<file path="src/cu_pkg.sv">
`default_nettype none

package cu_pkg;

	//////////////////////////////////////////////////
	// widths and ids
	//////////////////////////////////////////////////

	localparam int VERTEX_BITS = 32;
	localparam int EDGE_BITS   = 32;
	localparam int CU_ID_BITS  = 8;
	localparam int CONFIG_BITS = 64;

	// read-data lines carrying this id feed vertex job generation
	localparam logic [CU_ID_BITS-1:0] VERTEX_CONTROL_ID = CU_ID_BITS'(1);

	//////////////////////////////////////////////////
	// read-data payload
	//////////////////////////////////////////////////

	typedef struct packed {
		logic [VERTEX_BITS-1:0] vertex_id;
		logic [EDGE_BITS-1:0]   out_degree;
	} vertex_record_t;

	typedef struct packed {
		logic [VERTEX_BITS-1:0] src_vertex;
		logic [VERTEX_BITS-1:0] dest_vertex;
	} edge_record_t;

	// one 64-bit word, meaning picked by the cu id of its line
	typedef union packed {
		vertex_record_t vertex_rec;
		edge_record_t   edge_rec;
	} data_word_u;

	typedef struct packed {
		logic                  valid;
		logic [CU_ID_BITS-1:0] cu_id;
		data_word_u            payload;
	} read_data_line_t;

	//////////////////////////////////////////////////
	// descriptor, jobs and return value
	//////////////////////////////////////////////////

	typedef struct packed {
		logic                   valid;
		logic [VERTEX_BITS-1:0] num_vertices;
		logic [EDGE_BITS-1:0]   num_edges;
	} wed_t;

	typedef struct packed {
		logic [VERTEX_BITS-1:0] vertex_id;
		logic [EDGE_BITS-1:0]   out_degree;
	} vertex_job_t;

	// var1 counts vertices, var2 counts edges
	typedef struct packed {
		logic [VERTEX_BITS-1:0] var1;
		logic [EDGE_BITS-1:0]   var2;
	} cu_return_t;

endpackage

`default_nettype wire
</file>
<file path="src/cu_control.sv">
`timescale 1ns/1ps
`default_nettype none

module cu_control #(
	parameter int BUFFER_DEPTH = 8
) (
	input  logic                           clock,
	input  logic                           rstn,
	input  logic                           enabled_in,
	input  cu_pkg::wed_t                   wed_request,
	input  logic [cu_pkg::CONFIG_BITS-1:0] cu_configure,
	input  cu_pkg::read_data_line_t        read_data,
	output logic [cu_pkg::CONFIG_BITS-1:0] cu_status,
	output cu_pkg::cu_return_t             cu_return,
	output logic                           cu_done,
	output logic                           vertex_buffer_alfull
);

	logic enabled;
	logic cu_ready;
	logic job_enabled;

	cu_pkg::wed_t            wed_latched;
	cu_pkg::read_data_line_t vertex_data;
	cu_pkg::read_data_line_t edge_data;

	logic                push;
	cu_pkg::vertex_job_t push_job;
	cu_pkg::vertex_job_t head;
	logic                empty;
	logic                pop;

	logic [cu_pkg::VERTEX_BITS-1:0] filtered_count;
	logic [cu_pkg::VERTEX_BITS-1:0] vertex_done_count;
	logic [cu_pkg::EDGE_BITS-1:0]   edge_done_count;

	cu_pkg::cu_return_t work_count;
	cu_pkg::cu_return_t return_stage;
	logic               done_compare;

	//////////////////////////////////////////////////
	// enable chain
	//////////////////////////////////////////////////

	always_ff @(posedge clock or negedge rstn) begin
		if (!rstn) begin
			enabled     <= 1'b0;
			job_enabled <= 1'b0;
		end else begin
			enabled     <= enabled_in;
			job_enabled <= cu_ready;
		end
	end

	// work may start once both a configuration and a descriptor are held
	assign cu_ready = (|cu_status) && wed_latched.valid;

	// a zero configuration word leaves the status untouched
	always_ff @(posedge clock or negedge rstn) begin
		if (!rstn) begin
			cu_status <= '0;
		end else if (|cu_configure) begin
			cu_status <= cu_configure;
		end
	end

	// first valid descriptor is kept until reset
	always_ff @(posedge clock or negedge rstn) begin
		if (!rstn) begin
			wed_latched <= '0;
		end else if (wed_request.valid && !wed_latched.valid) begin
			wed_latched <= wed_request;
		end
	end

	//////////////////////////////////////////////////
	// done and return
	//////////////////////////////////////////////////

	// stage 1 sums the counts, stage 2 compares against the descriptor
	always_ff @(posedge clock or negedge rstn) begin
		if (!rstn) begin
			work_count   <= '0;
			return_stage <= '0;
			done_compare <= 1'b0;
		end else if (job_enabled) begin
			work_count.var1 <= vertex_done_count + filtered_count;
			work_count.var2 <= edge_done_count;
			return_stage    <= work_count;
			done_compare    <= (work_count.var1 == wed_latched.num_vertices) &&
				(work_count.var2 == wed_latched.num_edges);
		end
	end

	always_ff @(posedge clock or negedge rstn) begin
		if (!rstn) begin
			cu_return <= '0;
			cu_done   <= 1'b0;
		end else begin
			cu_return <= return_stage;
			cu_done   <= done_compare;
		end
	end

	//////////////////////////////////////////////////
	// datapath
	//////////////////////////////////////////////////

	cu_response_router u_router (
		.clock      (clock),
		.rstn       (rstn),
		.enabled    (enabled),
		.read_data  (read_data),
		.vertex_data(vertex_data),
		.edge_data  (edge_data)
	);

	cu_vertex_job_control u_vertex_job_control (
		.clock         (clock),
		.rstn          (rstn),
		.enabled       (job_enabled),
		.vertex_data   (vertex_data),
		.push          (push),
		.push_job      (push_job),
		.filtered_count(filtered_count)
	);

	cu_vertex_job_buffer #(
		.BUFFER_DEPTH(BUFFER_DEPTH)
	) u_vertex_job_buffer (
		.clock   (clock),
		.rstn    (rstn),
		.push    (push),
		.pop     (pop),
		.push_job(push_job),
		.head    (head),
		.empty   (empty),
		.alfull  (vertex_buffer_alfull)
	);

	cu_graph_algorithm_control u_graph_algorithm_control (
		.clock            (clock),
		.rstn             (rstn),
		.enabled          (job_enabled),
		.head             (head),
		.empty            (empty),
		.pop              (pop),
		.edge_data        (edge_data),
		.vertex_done_count(vertex_done_count),
		.edge_done_count  (edge_done_count)
	);

endmodule

`default_nettype wire

</file>
<file path="src/cu_graph_algorithm_control.sv">
`timescale 1ns/1ps
`default_nettype none

module cu_graph_algorithm_control (
	input  logic                           clock,
	input  logic                           rstn,
	input  logic                           enabled,
	input  cu_pkg::vertex_job_t            head,
	input  logic                           empty,
	output logic                           pop,
	input  cu_pkg::read_data_line_t        edge_data,
	output logic [cu_pkg::VERTEX_BITS-1:0] vertex_done_count,
	output logic [cu_pkg::EDGE_BITS-1:0]   edge_done_count
);

	localparam logic STATE_IDLE = 1'b0;
	localparam logic STATE_BUSY = 1'b1;

	logic                    state;
	cu_pkg::read_data_line_t edge_latched;
	cu_pkg::edge_record_t    edge_word;

	logic [cu_pkg::VERTEX_BITS-1:0] job_vertex;
	logic [cu_pkg::EDGE_BITS-1:0]   remaining;

	logic                           active;
	logic [cu_pkg::VERTEX_BITS-1:0] current_vertex;
	logic [cu_pkg::EDGE_BITS-1:0]   current_remaining;
	logic                           edge_hit;
	logic [cu_pkg::EDGE_BITS-1:0]   remaining_next;
	logic                           job_complete;

	// edge words wait a cycle so the first one meets its job at the pop
	always_ff @(posedge clock or negedge rstn) begin
		if (!rstn) begin
			edge_latched <= '0;
		end else begin
			edge_latched <= edge_data;
		end
	end

	//////////////////////////////////////////////////
	// job selection
	//////////////////////////////////////////////////

	assign pop    = enabled && (state == STATE_IDLE) && !empty;
	assign active = pop || (enabled && (state == STATE_BUSY));

	// while loading, the job is still at the buffer head
	assign current_vertex    = (state == STATE_BUSY) ? job_vertex : head.vertex_id;
	assign current_remaining = (state == STATE_BUSY) ? remaining : head.out_degree;

	//////////////////////////////////////////////////
	// edge consumption
	//////////////////////////////////////////////////

	assign edge_word = edge_latched.payload.edge_rec;

	// words from another source are dropped
	assign edge_hit = active && edge_latched.valid &&
		(edge_word.src_vertex == current_vertex);

	assign remaining_next = edge_hit ? (current_remaining - 1'b1) : current_remaining;
	assign job_complete   = active && (remaining_next == '0);

	always_ff @(posedge clock or negedge rstn) begin
		if (!rstn) begin
			state             <= STATE_IDLE;
			vertex_done_count <= '0;
			edge_done_count   <= '0;
		end else begin
			if (job_complete) begin
				state <= STATE_IDLE;
			end else if (pop) begin
				state <= STATE_BUSY;
			end
			if (edge_hit) begin
				edge_done_count <= edge_done_count + 1'b1;
			end
			if (job_complete) begin
				vertex_done_count <= vertex_done_count + 1'b1;
			end
		end
	end

	// current job, only read while busy
	always_ff @(posedge clock) begin
		if (pop) begin
			job_vertex <= head.vertex_id;
		end
		if (active) begin
			remaining <= remaining_next;
		end
	end

endmodule

`default_nettype wire

</file>
<file path="src/cu_vertex_job_buffer.sv">
`timescale 1ns/1ps
`default_nettype none

// depth must be a power of two so the pointers wrap on their own
module cu_vertex_job_buffer #(
	parameter int BUFFER_DEPTH = 8
) (
	input  logic                clock,
	input  logic                rstn,
	input  logic                push,
	input  logic                pop,
	input  cu_pkg::vertex_job_t push_job,
	output cu_pkg::vertex_job_t head,
	output logic                empty,
	output logic                alfull
);

	localparam int ADDR_BITS = $clog2(BUFFER_DEPTH);
	localparam logic [ADDR_BITS:0] FULL_LEVEL   = (ADDR_BITS + 1)'(BUFFER_DEPTH);
	// two or fewer free entries
	localparam logic [ADDR_BITS:0] ALFULL_LEVEL = (ADDR_BITS + 1)'(BUFFER_DEPTH - 2);

	cu_pkg::vertex_job_t job_mem [BUFFER_DEPTH];

	logic [ADDR_BITS-1:0] wr_ptr;
	logic [ADDR_BITS-1:0] rd_ptr;
	logic [ADDR_BITS:0]   count;
	logic                 full;
	logic                 do_push;
	logic                 do_pop;

	assign full    = (count == FULL_LEVEL);
	assign empty   = (count == '0);
	assign alfull  = (count >= ALFULL_LEVEL);
	assign do_push = push && !full;
	assign do_pop  = pop && !empty;

	// first-word fall-through
	assign head = job_mem[rd_ptr];

	//////////////////////////////////////////////////
	// storage
	//////////////////////////////////////////////////

	always_ff @(posedge clock) begin
		if (do_push) begin
			job_mem[wr_ptr] <= push_job;
		end
	end

	//////////////////////////////////////////////////
	// pointers and occupancy
	//////////////////////////////////////////////////

	always_ff @(posedge clock or negedge rstn) begin
		if (!rstn) begin
			wr_ptr <= '0;
			rd_ptr <= '0;
			count  <= '0;
		end else begin
			if (do_push) begin
				wr_ptr <= wr_ptr + 1'b1;
			end
			if (do_pop) begin
				rd_ptr <= rd_ptr + 1'b1;
			end
			case ({do_push, do_pop})
				2'b10:   count <= count + 1'b1;
				2'b01:   count <= count - 1'b1;
				default: count <= count;
			endcase
		end
	end

endmodule

`default_nettype wire

</file>
<file path="src/cu_vertex_job_control.sv">
`timescale 1ns/1ps
`default_nettype none

module cu_vertex_job_control (
	input  logic                           clock,
	input  logic                           rstn,
	input  logic                           enabled,
	input  cu_pkg::read_data_line_t        vertex_data,
	output logic                           push,
	output cu_pkg::vertex_job_t            push_job,
	output logic [cu_pkg::VERTEX_BITS-1:0] filtered_count
);

	cu_pkg::vertex_record_t vertex_rec;
	logic                   vertex_valid;
	logic                   zero_degree;

	// every line on this side is a vertex record
	assign vertex_rec   = vertex_data.payload.vertex_rec;
	assign vertex_valid = enabled && vertex_data.valid;
	assign zero_degree  = (vertex_rec.out_degree == '0);

	//////////////////////////////////////////////////
	// push or filter
	//////////////////////////////////////////////////

	always_ff @(posedge clock or negedge rstn) begin
		if (!rstn) begin
			push           <= 1'b0;
			filtered_count <= '0;
		end else begin
			push <= vertex_valid && !zero_degree;
			// a vertex without edges is finished here and never queued
			if (vertex_valid && zero_degree) begin
				filtered_count <= filtered_count + 1'b1;
			end
		end
	end

	// job word, qualified by push
	always_ff @(posedge clock) begin
		if (vertex_valid) begin
			push_job.vertex_id  <= vertex_rec.vertex_id;
			push_job.out_degree <= vertex_rec.out_degree;
		end
	end

endmodule

`default_nettype wire

</file>
<file path="src/cu_response_router.sv">
`timescale 1ns/1ps
`default_nettype none

module cu_response_router (
	input  logic                    clock,
	input  logic                    rstn,
	input  logic                    enabled,
	input  cu_pkg::read_data_line_t read_data,
	output cu_pkg::read_data_line_t vertex_data,
	output cu_pkg::read_data_line_t edge_data
);

	cu_pkg::read_data_line_t line_latched;
	logic                    is_vertex_line;

	//////////////////////////////////////////////////
	// input latch
	//////////////////////////////////////////////////

	always_ff @(posedge clock or negedge rstn) begin
		if (!rstn) begin
			line_latched <= '0;
		end else begin
			line_latched <= read_data;
		end
	end

	// vertex control id goes to job generation, anything else to the algorithm
	assign is_vertex_line = (line_latched.cu_id == cu_pkg::VERTEX_CONTROL_ID);

	//////////////////////////////////////////////////
	// steer
	//////////////////////////////////////////////////

	always_ff @(posedge clock or negedge rstn) begin
		if (!rstn) begin
			vertex_data <= '0;
			edge_data   <= '0;
		end else begin
			// both sides see the payload, only one gets the valid
			vertex_data       <= line_latched;
			edge_data         <= line_latched;
			vertex_data.valid <= enabled && line_latched.valid && is_vertex_line;
			edge_data.valid   <= enabled && line_latched.valid && !is_vertex_line;
		end
	end

endmodule

`default_nettype wire

</file>
<file path="config.mk">
export PLATFORM = sky130hd
export DESIGN_NAME = cu_control
export DESIGN_NICKNAME = d
export VERILOG_FILES = /design/src/cu_pkg.sv /design/src/cu_control.sv /design/src/cu_graph_algorithm_control.sv /design/src/cu_vertex_job_buffer.sv /design/src/cu_vertex_job_control.sv /design/src/cu_response_router.sv
export SDC_FILE = /design/constraint.sdc
export NUM_CORES = 1
export LEC_CHECK = 0
export CORE_MARGIN = 2
export CORE_UTILIZATION = 35
export CTS_CLUSTER_DIAMETER = 200
export CTS_CLUSTER_SIZE = 10
export DETAILED_ROUTE_END_ITERATION = 6
export DONT_BUFFER_PORTS = 1
export GPL_ROUTABILITY_DRIVEN = 0
export GPL_TIMING_DRIVEN = 0
export PLACE_DENSITY = 0.46
export SETUP_SLACK_MARGIN = 0.5
export SLEW_MARGIN = 20
export SYNTH_ARGS = -nofsm -noshare
export SYNTH_HDL_FRONTEND = slang
export SYNTH_SLANG_ARGS = --single-unit
</file>
<file path="constraint.sdc">
create_clock -name clock -period 8.8 [get_ports clock]
set_input_delay 0.44 -clock clock [delete_from_list [all_inputs] [get_ports clock]]
set_output_delay 0.44 -clock clock [all_outputs]
set_load 0.005 [all_outputs]
</file>
==> impl_metrics.ini, run 1 <==
[logic_synthesis]
syn_nets = 3265
ys_warn_count = 0
synth.avg_cell_area_sq_um = 16.13
ys_ff_latch = 1245
synth_cell_types = 82
ys.flop_type = edfxtp_1
synth_top_area_share_pct = 39.48
postSynthCellCount = 3018
synth_edf_count = 640
synth_area_leaders = edfxtp_1, dfrtp_1, mux2_2, mux4_2, xnor2_1
synth_commonest_cells = edfxtp_1, dfrtp_1, mux2_2, xnor2_1, nand2_1
ys_seq_area_share_pct = 70.58
yosys.area.top_type = edfxtp_1
synth_most_common_cell = edfxtp_1
netlist_area_sq_mm = 0.04868
synthArstFlopShare_pct = 48.59

[finish]
seqCellArea_sq_mm = 0.03436
area_delta_synth_final_pct = 19.37
layoutNonFillerInstCount = 5356
num-fill-cells = 12390
nets = 3716
drive_gt1_share_pct = 18.46
postLayoutCellArea_sq_mm = 0.05811
multi_input_area_sq_mm = 0.01354

[sta]
report.final.setup_viol = 0
worstMarginPinSlew_ps = 1064
final.period_utilization_pct = 85.47
timing.slew.headroom_pct = 29.06
rsz0062_at_grt = no
whs_ps = 88.01
fin_skew_ps = 28.61
finalWorstSetupSlack_ps = 1279
clock.fmax_ghz = 0.1330
finalMaxSlewViolations = 0
hold_viol_final = 0
period_minus_slack_ps = 7521

[placed_design]
dp_hpwl_mm = 93.93
io_buffers = 0
dpl_cell_area_sq_mm = 0.05195
dpl_worst_slack_ps = 1254
dpl.cell_count = 4915

[worst_setup_path]
cp_slowest_cell = clkbuf_1
critPathRequiredTime_ps = 9480
max_stage_delay_ps = 800
critical-path-top-delay-family = buffers and inverters
timing.critical_path.buf_inv = 7
crit_chain = clkbuf_1, clkbuf_1, clkbuf_1, clkbuf_1, clkbuf_1, nand4_1, o41ai_2, nand4_1, nor3_1, buf_2, mux2i_1, nor4_2, nand4_1, buf_2, nor4_2, xor2_1
cp.arrival_ps = 8200
crit_type = flop to flop
end_kind = flop
crit_top_cell = clkbuf_1
critPathMaxFanout = 10
cp-start-kind = flop

[drt]
wl_per_cell_um = 24.78
drt_pre_antenna_iters = 5
vias_per_cell = 5.194
vias = 27820
postRouteAntennaNets = 0
drt_iter0_drc = 1947
drc = 0
wl_mm = 132.7

[power]
ir_drop_mv = 0.1416
powerDensity_mw_per_mm2 = 241.5
leakagePower_nw = 22.83

[status]
status = finished, final reports clean

[clock_tree]
root_buffer = clkbuf_16
clock_latency_ps = 770
ctsHtreeMaxLevel = 4
clk_pin_slew_ps = 60
cts_buffers = 142
cts_tree = built
cts.path.max_buffers = 3
cts.sinks = 1245
cts_setup_buffers = 0

[global_routing]
grt_pass1_vias = 29640
grt_max_degree = 166
grtUsageTotal_pct = 18.78
antenna_found_initial = 6
gr-total-overflow = 0
grt_first_pass_wirelength_mm = 196.3

[floorplanning]
die_area_sq_mm = 0.1421
die_x_um = 376.9
rows = 136
initial_core_util_pct = 35.32
die_h_um = 376.9
core_sq_mm = 0.1378
ios = 335

[flow_run]
cap_violations = 0

[min_path]
hold_path.class = input port to flop
## what timing repair did
| item | in CTS | in global routing |
|---|---|---|
| endpoints found under the setup margin | 0 | 0 |
| gates resized for setup | 0 | 0 |
| endpoints found under the hold margin | 331 | 0 |
| hold buffers | 204 | 0 |
## cell type report
type	count	share of cell area (%)
Sequential cell	1245	59.13
Timing Repair Buffer	307	5.133
Clock inverter	16	0.4715
Multi-Input combinational cell	1590	23.30
Antenna cell	2	0.008613
Inverter	74	0.4866
Buffer	109	1.001
Tap cell	1794	3.863
Clock buffer	219	6.612
## cells by family after synthesis
logic type / synth area share [%]
DFF: 70.58
and+or+nand+nor: 6.721
adders and majority gates: 1.110
buffers and inverters: 1.766
xor gates and xnor gates: 4.498
AOI/OAI and AO/OA: 5.028
muxes: 10.30
## cells in the final DEF, fill, tap and decap left out, types with 8 or more instances in the layout
cell type,n
nor4_1,62
dfrtp_1,605
buf_2,54
a21oi_1,37
or3_1,12
ha_1,40
mux4_2,66
nor2_1,87
nand2_1,127
clkbuf_1,130
a211oi_1,8
o31ai_1,15
nand3_1,42
buf_1,9
o21a_1,9
buf_16,8
o22ai_1,23
dlygate4sd3_1,204
nand4_1,57
a21o_1,75
nor4_2,39
nand2b_1,11
mux2i_1,107
nor3_1,31
edfxtp_1,640
clkbuf_16,142
a31oi_1,15
a22o_1,27
buf_6,27
and2_1,17
and3_1,23
xor2_1,106
xnor2_1,144
buf_4,58
o21ai_0,37
inv_1,72
mux2_2,212
a221oi_1,8
nor2b_1,14
a22oi_1,19
## state kept, by name, indices dropped and copies added (netlist names), 3 cells and up
signal	flops
u_vertex_job_buffer.job_mem	512
u_router.line_latched	73
u_router.vertex_data	65
wed_latched	65
cu_return	64
cu_status	64
return_stage	64
u_vertex_job_control.push_job	64
work_count	64
u_graph_algorithm_control.edge_done_count	32
u_graph_algorithm_control.edge_word	32
u_graph_algorithm_control.job_vertex	32
u_graph_algorithm_control.remaining	32
u_graph_algorithm_control.vertex_done_count	32
u_vertex_job_control.filtered_count	32
u_vertex_job_buffer.count	4
u_vertex_job_buffer.rd_ptr	3
u_vertex_job_buffer.wr_ptr	3
## power breakdown
group          total, mW  switching (mW)  internal, mW
logic               2.21            1.26         0.950
clock network       5.38            2.36          3.02
registers           6.44           0.115          6.33
total               14.0            3.73          10.3
## per-layer routing
metal	GRT usage, %	routed length, um	vias to the layer above
met3	3.811	7002	207
li1	-	-	12270
met4	5.532	3235	2
met5	0	11	-
met2	30.02	62530	820
met1	25.85	59940	14520
## worst reg2reg max path, cell delays in order, from the launching register on
cell	delay, ps
dfrtp_1	330
clkbuf_1	550
clkbuf_1	410
clkbuf_1	670
clkbuf_1	510
clkbuf_1	800
nand4_1	240
o41ai_2	180
nand4_1	730
nor3_1	600
buf_2	470
mux2i_1	230
nor4_2	460
nand4_1	430
buf_2	360
nor4_2	280
xor2_1	180
## stage by stage
| step | utilization [%] | TNS, ps | power [mW] |
|---|---|---|---|
| 3_3_place_gp | 36.95 | -2260130 | 8.619 |
| 2_1_floorplan | - | 0 | 8.006 |
| 4_1_cts | 42.16 | 0 | 14.24 |
| 5_1_grt | 42.16 | 0 | 14.65 |
| 3_5_place_dp | 37.69 | 0 | 8.703 |
| 6_report | 42.16 | 0 | 14.03 |
## path summary, 6_finish.rpt
| path | from | end | slack, ps | cells after the start |
|---|---|---|---|---|
| min | cu_configure[4] | cu_status[0] | 90 | 4 |
| min reg2reg | u_router.line_latched[25] | u_router.vertex_data[25] | 320 | 0 |
| min in group asynchronous | rstn | u_router.line_latched[23] | 270 | 2 |
| max | u_graph_algorithm_control.state | u_graph_algorithm_control.vertex_done_count[29] | 1280 | 16 |
| max in group asynchronous | rstn | return_stage[15] | 5850 | 5 |
| max reg2reg | u_graph_algorithm_control.state | u_graph_algorithm_control.vertex_done_count[29] | 1280 | 16 |
(Power assumes the default switching activity.)
==> inputs of run 2 (changes only) <==
- RECOVER_POWER: unset -> 50
==> run 2 against run 1 <==
  * The run now ends with max-capacitance violations, max-slew violations left
  * Die area unchanged
  * Hold slack improved by 25 ps
  * Critical path type unchanged
  * Critical path depth unchanged
  * Largest cell class unchanged
  * Core utilization decreased by 0.089 points
  * Non-clock buffer count unchanged
  * Routed wire length about the same
  * Clock power about the same
  * Highest routed layer unchanged
  * Clock skew about the same
==> impl_metrics.ini, run 2 (synthesized netlist as in run 1, its figures left out) <==
[worst_setup_path]
critPathRequiredTime_ps = 9480
critPathMaxFanout = 10
crit_type = flop to flop
cp-start-kind = flop
cp.arrival_ps = 8260
setup.worst_path.start = u_graph_algorithm_control.state
timing.rr.start = u_graph_algorithm_control.state
end_kind = flop

[sta]
worstMarginPinSlew_ps = 6490
final.period_utilization_pct = 86.12
whs_ps = 113.3
rsz0062_at_grt = no
fin_skew_ps = 29.00
report.final.setup_viol = 0
tns_ps = 0
hold_viol_final = 0
clock.fmax_ghz = 0.1320
timing.slew.headroom_pct = -332.6
period_minus_slack_ps = 7579
finalMaxSlewViolations = 130

[global_routing]
gr-total-overflow = 0
grt_max_degree = 166
grt_pass1_vias = 29640
grt_first_pass_wirelength_mm = 196.3
grtUsageTotal_pct = 18.78
antenna_found_initial = 6

[power]
leakagePower_nw = 22.76
ir_drop_mv = 0.1413
pwr-share-comb_pct = 15.7
swShare_pct = 26.58
switchingPower_mw = 3.728
clockPowerShare_pct = 38.3
pwr-share-seq_pct = 45.9
powerDensity_mw_per_mm2 = 241.9
finalPower_mw = 14.03
intPower_mw = 10.30

[drt]
drt_pre_antenna_iters = 5
wl_mm = 132.7
postRouteAntennaNets = 0
drt_iter0_drc = 2003
drc = 0
vias = 27770
vias_per_cell = 5.185
wl_per_cell_um = 24.79

[floorplanning]
die_h_um = 376.9
core_sq_mm = 0.1378
ios = 335
initial_core_util_pct = 35.32
die_area_sq_mm = 0.1421
die_x_um = 376.9
rows = 136

[finish]
layout_commonest_cell = edfxtp_1
largest-register = u_vertex_job_buffer.job_mem
layoutNonFillerInstCount = 5355
nets = 3716
mostFrequentLayoutCells = edfxtp_1, dfrtp_1, mux2_2
drive_gt1_share_pct = 17.89
largest_reg_flops = 512
top_regs = u_vertex_job_buffer.job_mem x512, u_router.line_latched x73
area_delta_synth_final_pct = 19.12

[clock_tree]
post_cts_resized = 0
ctsHoldBuffers = 204
clk_pin_slew_ps = 60
cts.sinks = 1245
clock_latency_ps = 770
cts.path.max_buffers = 3
root_buffer = clkbuf_16
cts_tree = built
ctsHtreeMaxLevel = 4
cts_buffers = 142
cts_setup_buffers = 0

[placed_design]
dpl.cell_count = 4915
dp_hpwl_mm = 93.93
io_buffers = 0

[flow_run]
cap_violations = 1

[min_path]
hp-start = cu_configure[4]
hold_path.class = input port to flop

[status]
status = finished with violations
violations = max-capacitance violations, max-slew violations
run 2: cell types whose count changed in the layout (fill, tap and decap cells not counted), sizes merged:
cell and change:
inv -1, diode -1, clkinvlp +1, clkdlybuf4s25 +1, buf -9, clkbuf +8
run 2: stage by stage:
step                      cell area [sq um]  worst slack, ps  utilization [%]
after CTS                             58110             1191            42.16
final                                 57990             1221            42.07
after global placement                50920            -9253            36.95
after floorplan                       48680            698.5                -
after global routing                  57990            441.7            42.07
after detailed placement              51950             1254            37.69
run 2: routing by layer:
metal	share of wire (%)	GRT usage, %	up-vias
met2	47	30.02	812
met5	0.0098	0	-
met4	2.4	5.532	2
met1	45	25.85	14470
met3	5.3	3.811	209
li1	-	-	12280
run 2: area by class of cell:
class,instances,area [sq um]
tap,1794,2245
sequential,1245,34360
clock inverter,16,274.0
multi-input combinational,1590,13490
antenna,1,2.502
buffer,109,580.6
inverter,74,279.0
clock buffer,219,3842
timing repair buffer,307,2919
fill,12410,79840
run 2: worst max-delay path: stages (launching register included):
cell and delay, ps:
dfrtp_1 330, clkbuf_1 540, clkbuf_1 410, clkbuf_1 670
clkbuf_1 510, clkbuf_1 840, nand4_1 230, o41ai_2 180
nand4_1 740, nor3_1 590, buf_2 480, mux2i_1 210
nor4_2 470, nand4_1 440, buf_2 360, nor4_2 270
xor2_1 180
run 2: final timing paths:
check / endpoint / slack [ps] / depth (start not counted)
worst min register to register: u_router.vertex_data[25] / 320 / 0
worst max-delay path: u_graph_algorithm_control.vertex_done_count[29] / 1220 / 16
worst max register to register: u_graph_algorithm_control.vertex_done_count[29] / 1220 / 16
max in group asynchronous: return_stage[15] / 1870 / 5
min in group asynchronous: u_router.line_latched[23] / 2810 / 2
worst min-delay path: cu_status[0] / 110 / 4
run 2: power by group through the flow:
stage	Combinational, mW	Sequential (mW)	Clock, mW
finish	2.21	6.44	5.38
global route	2.39	6.46	5.80
CTS	2.24	6.44	5.56
detailed placement	2.15	6.55	0
global placement	2.07	6.55	0
floorplan	1.50	6.51	0
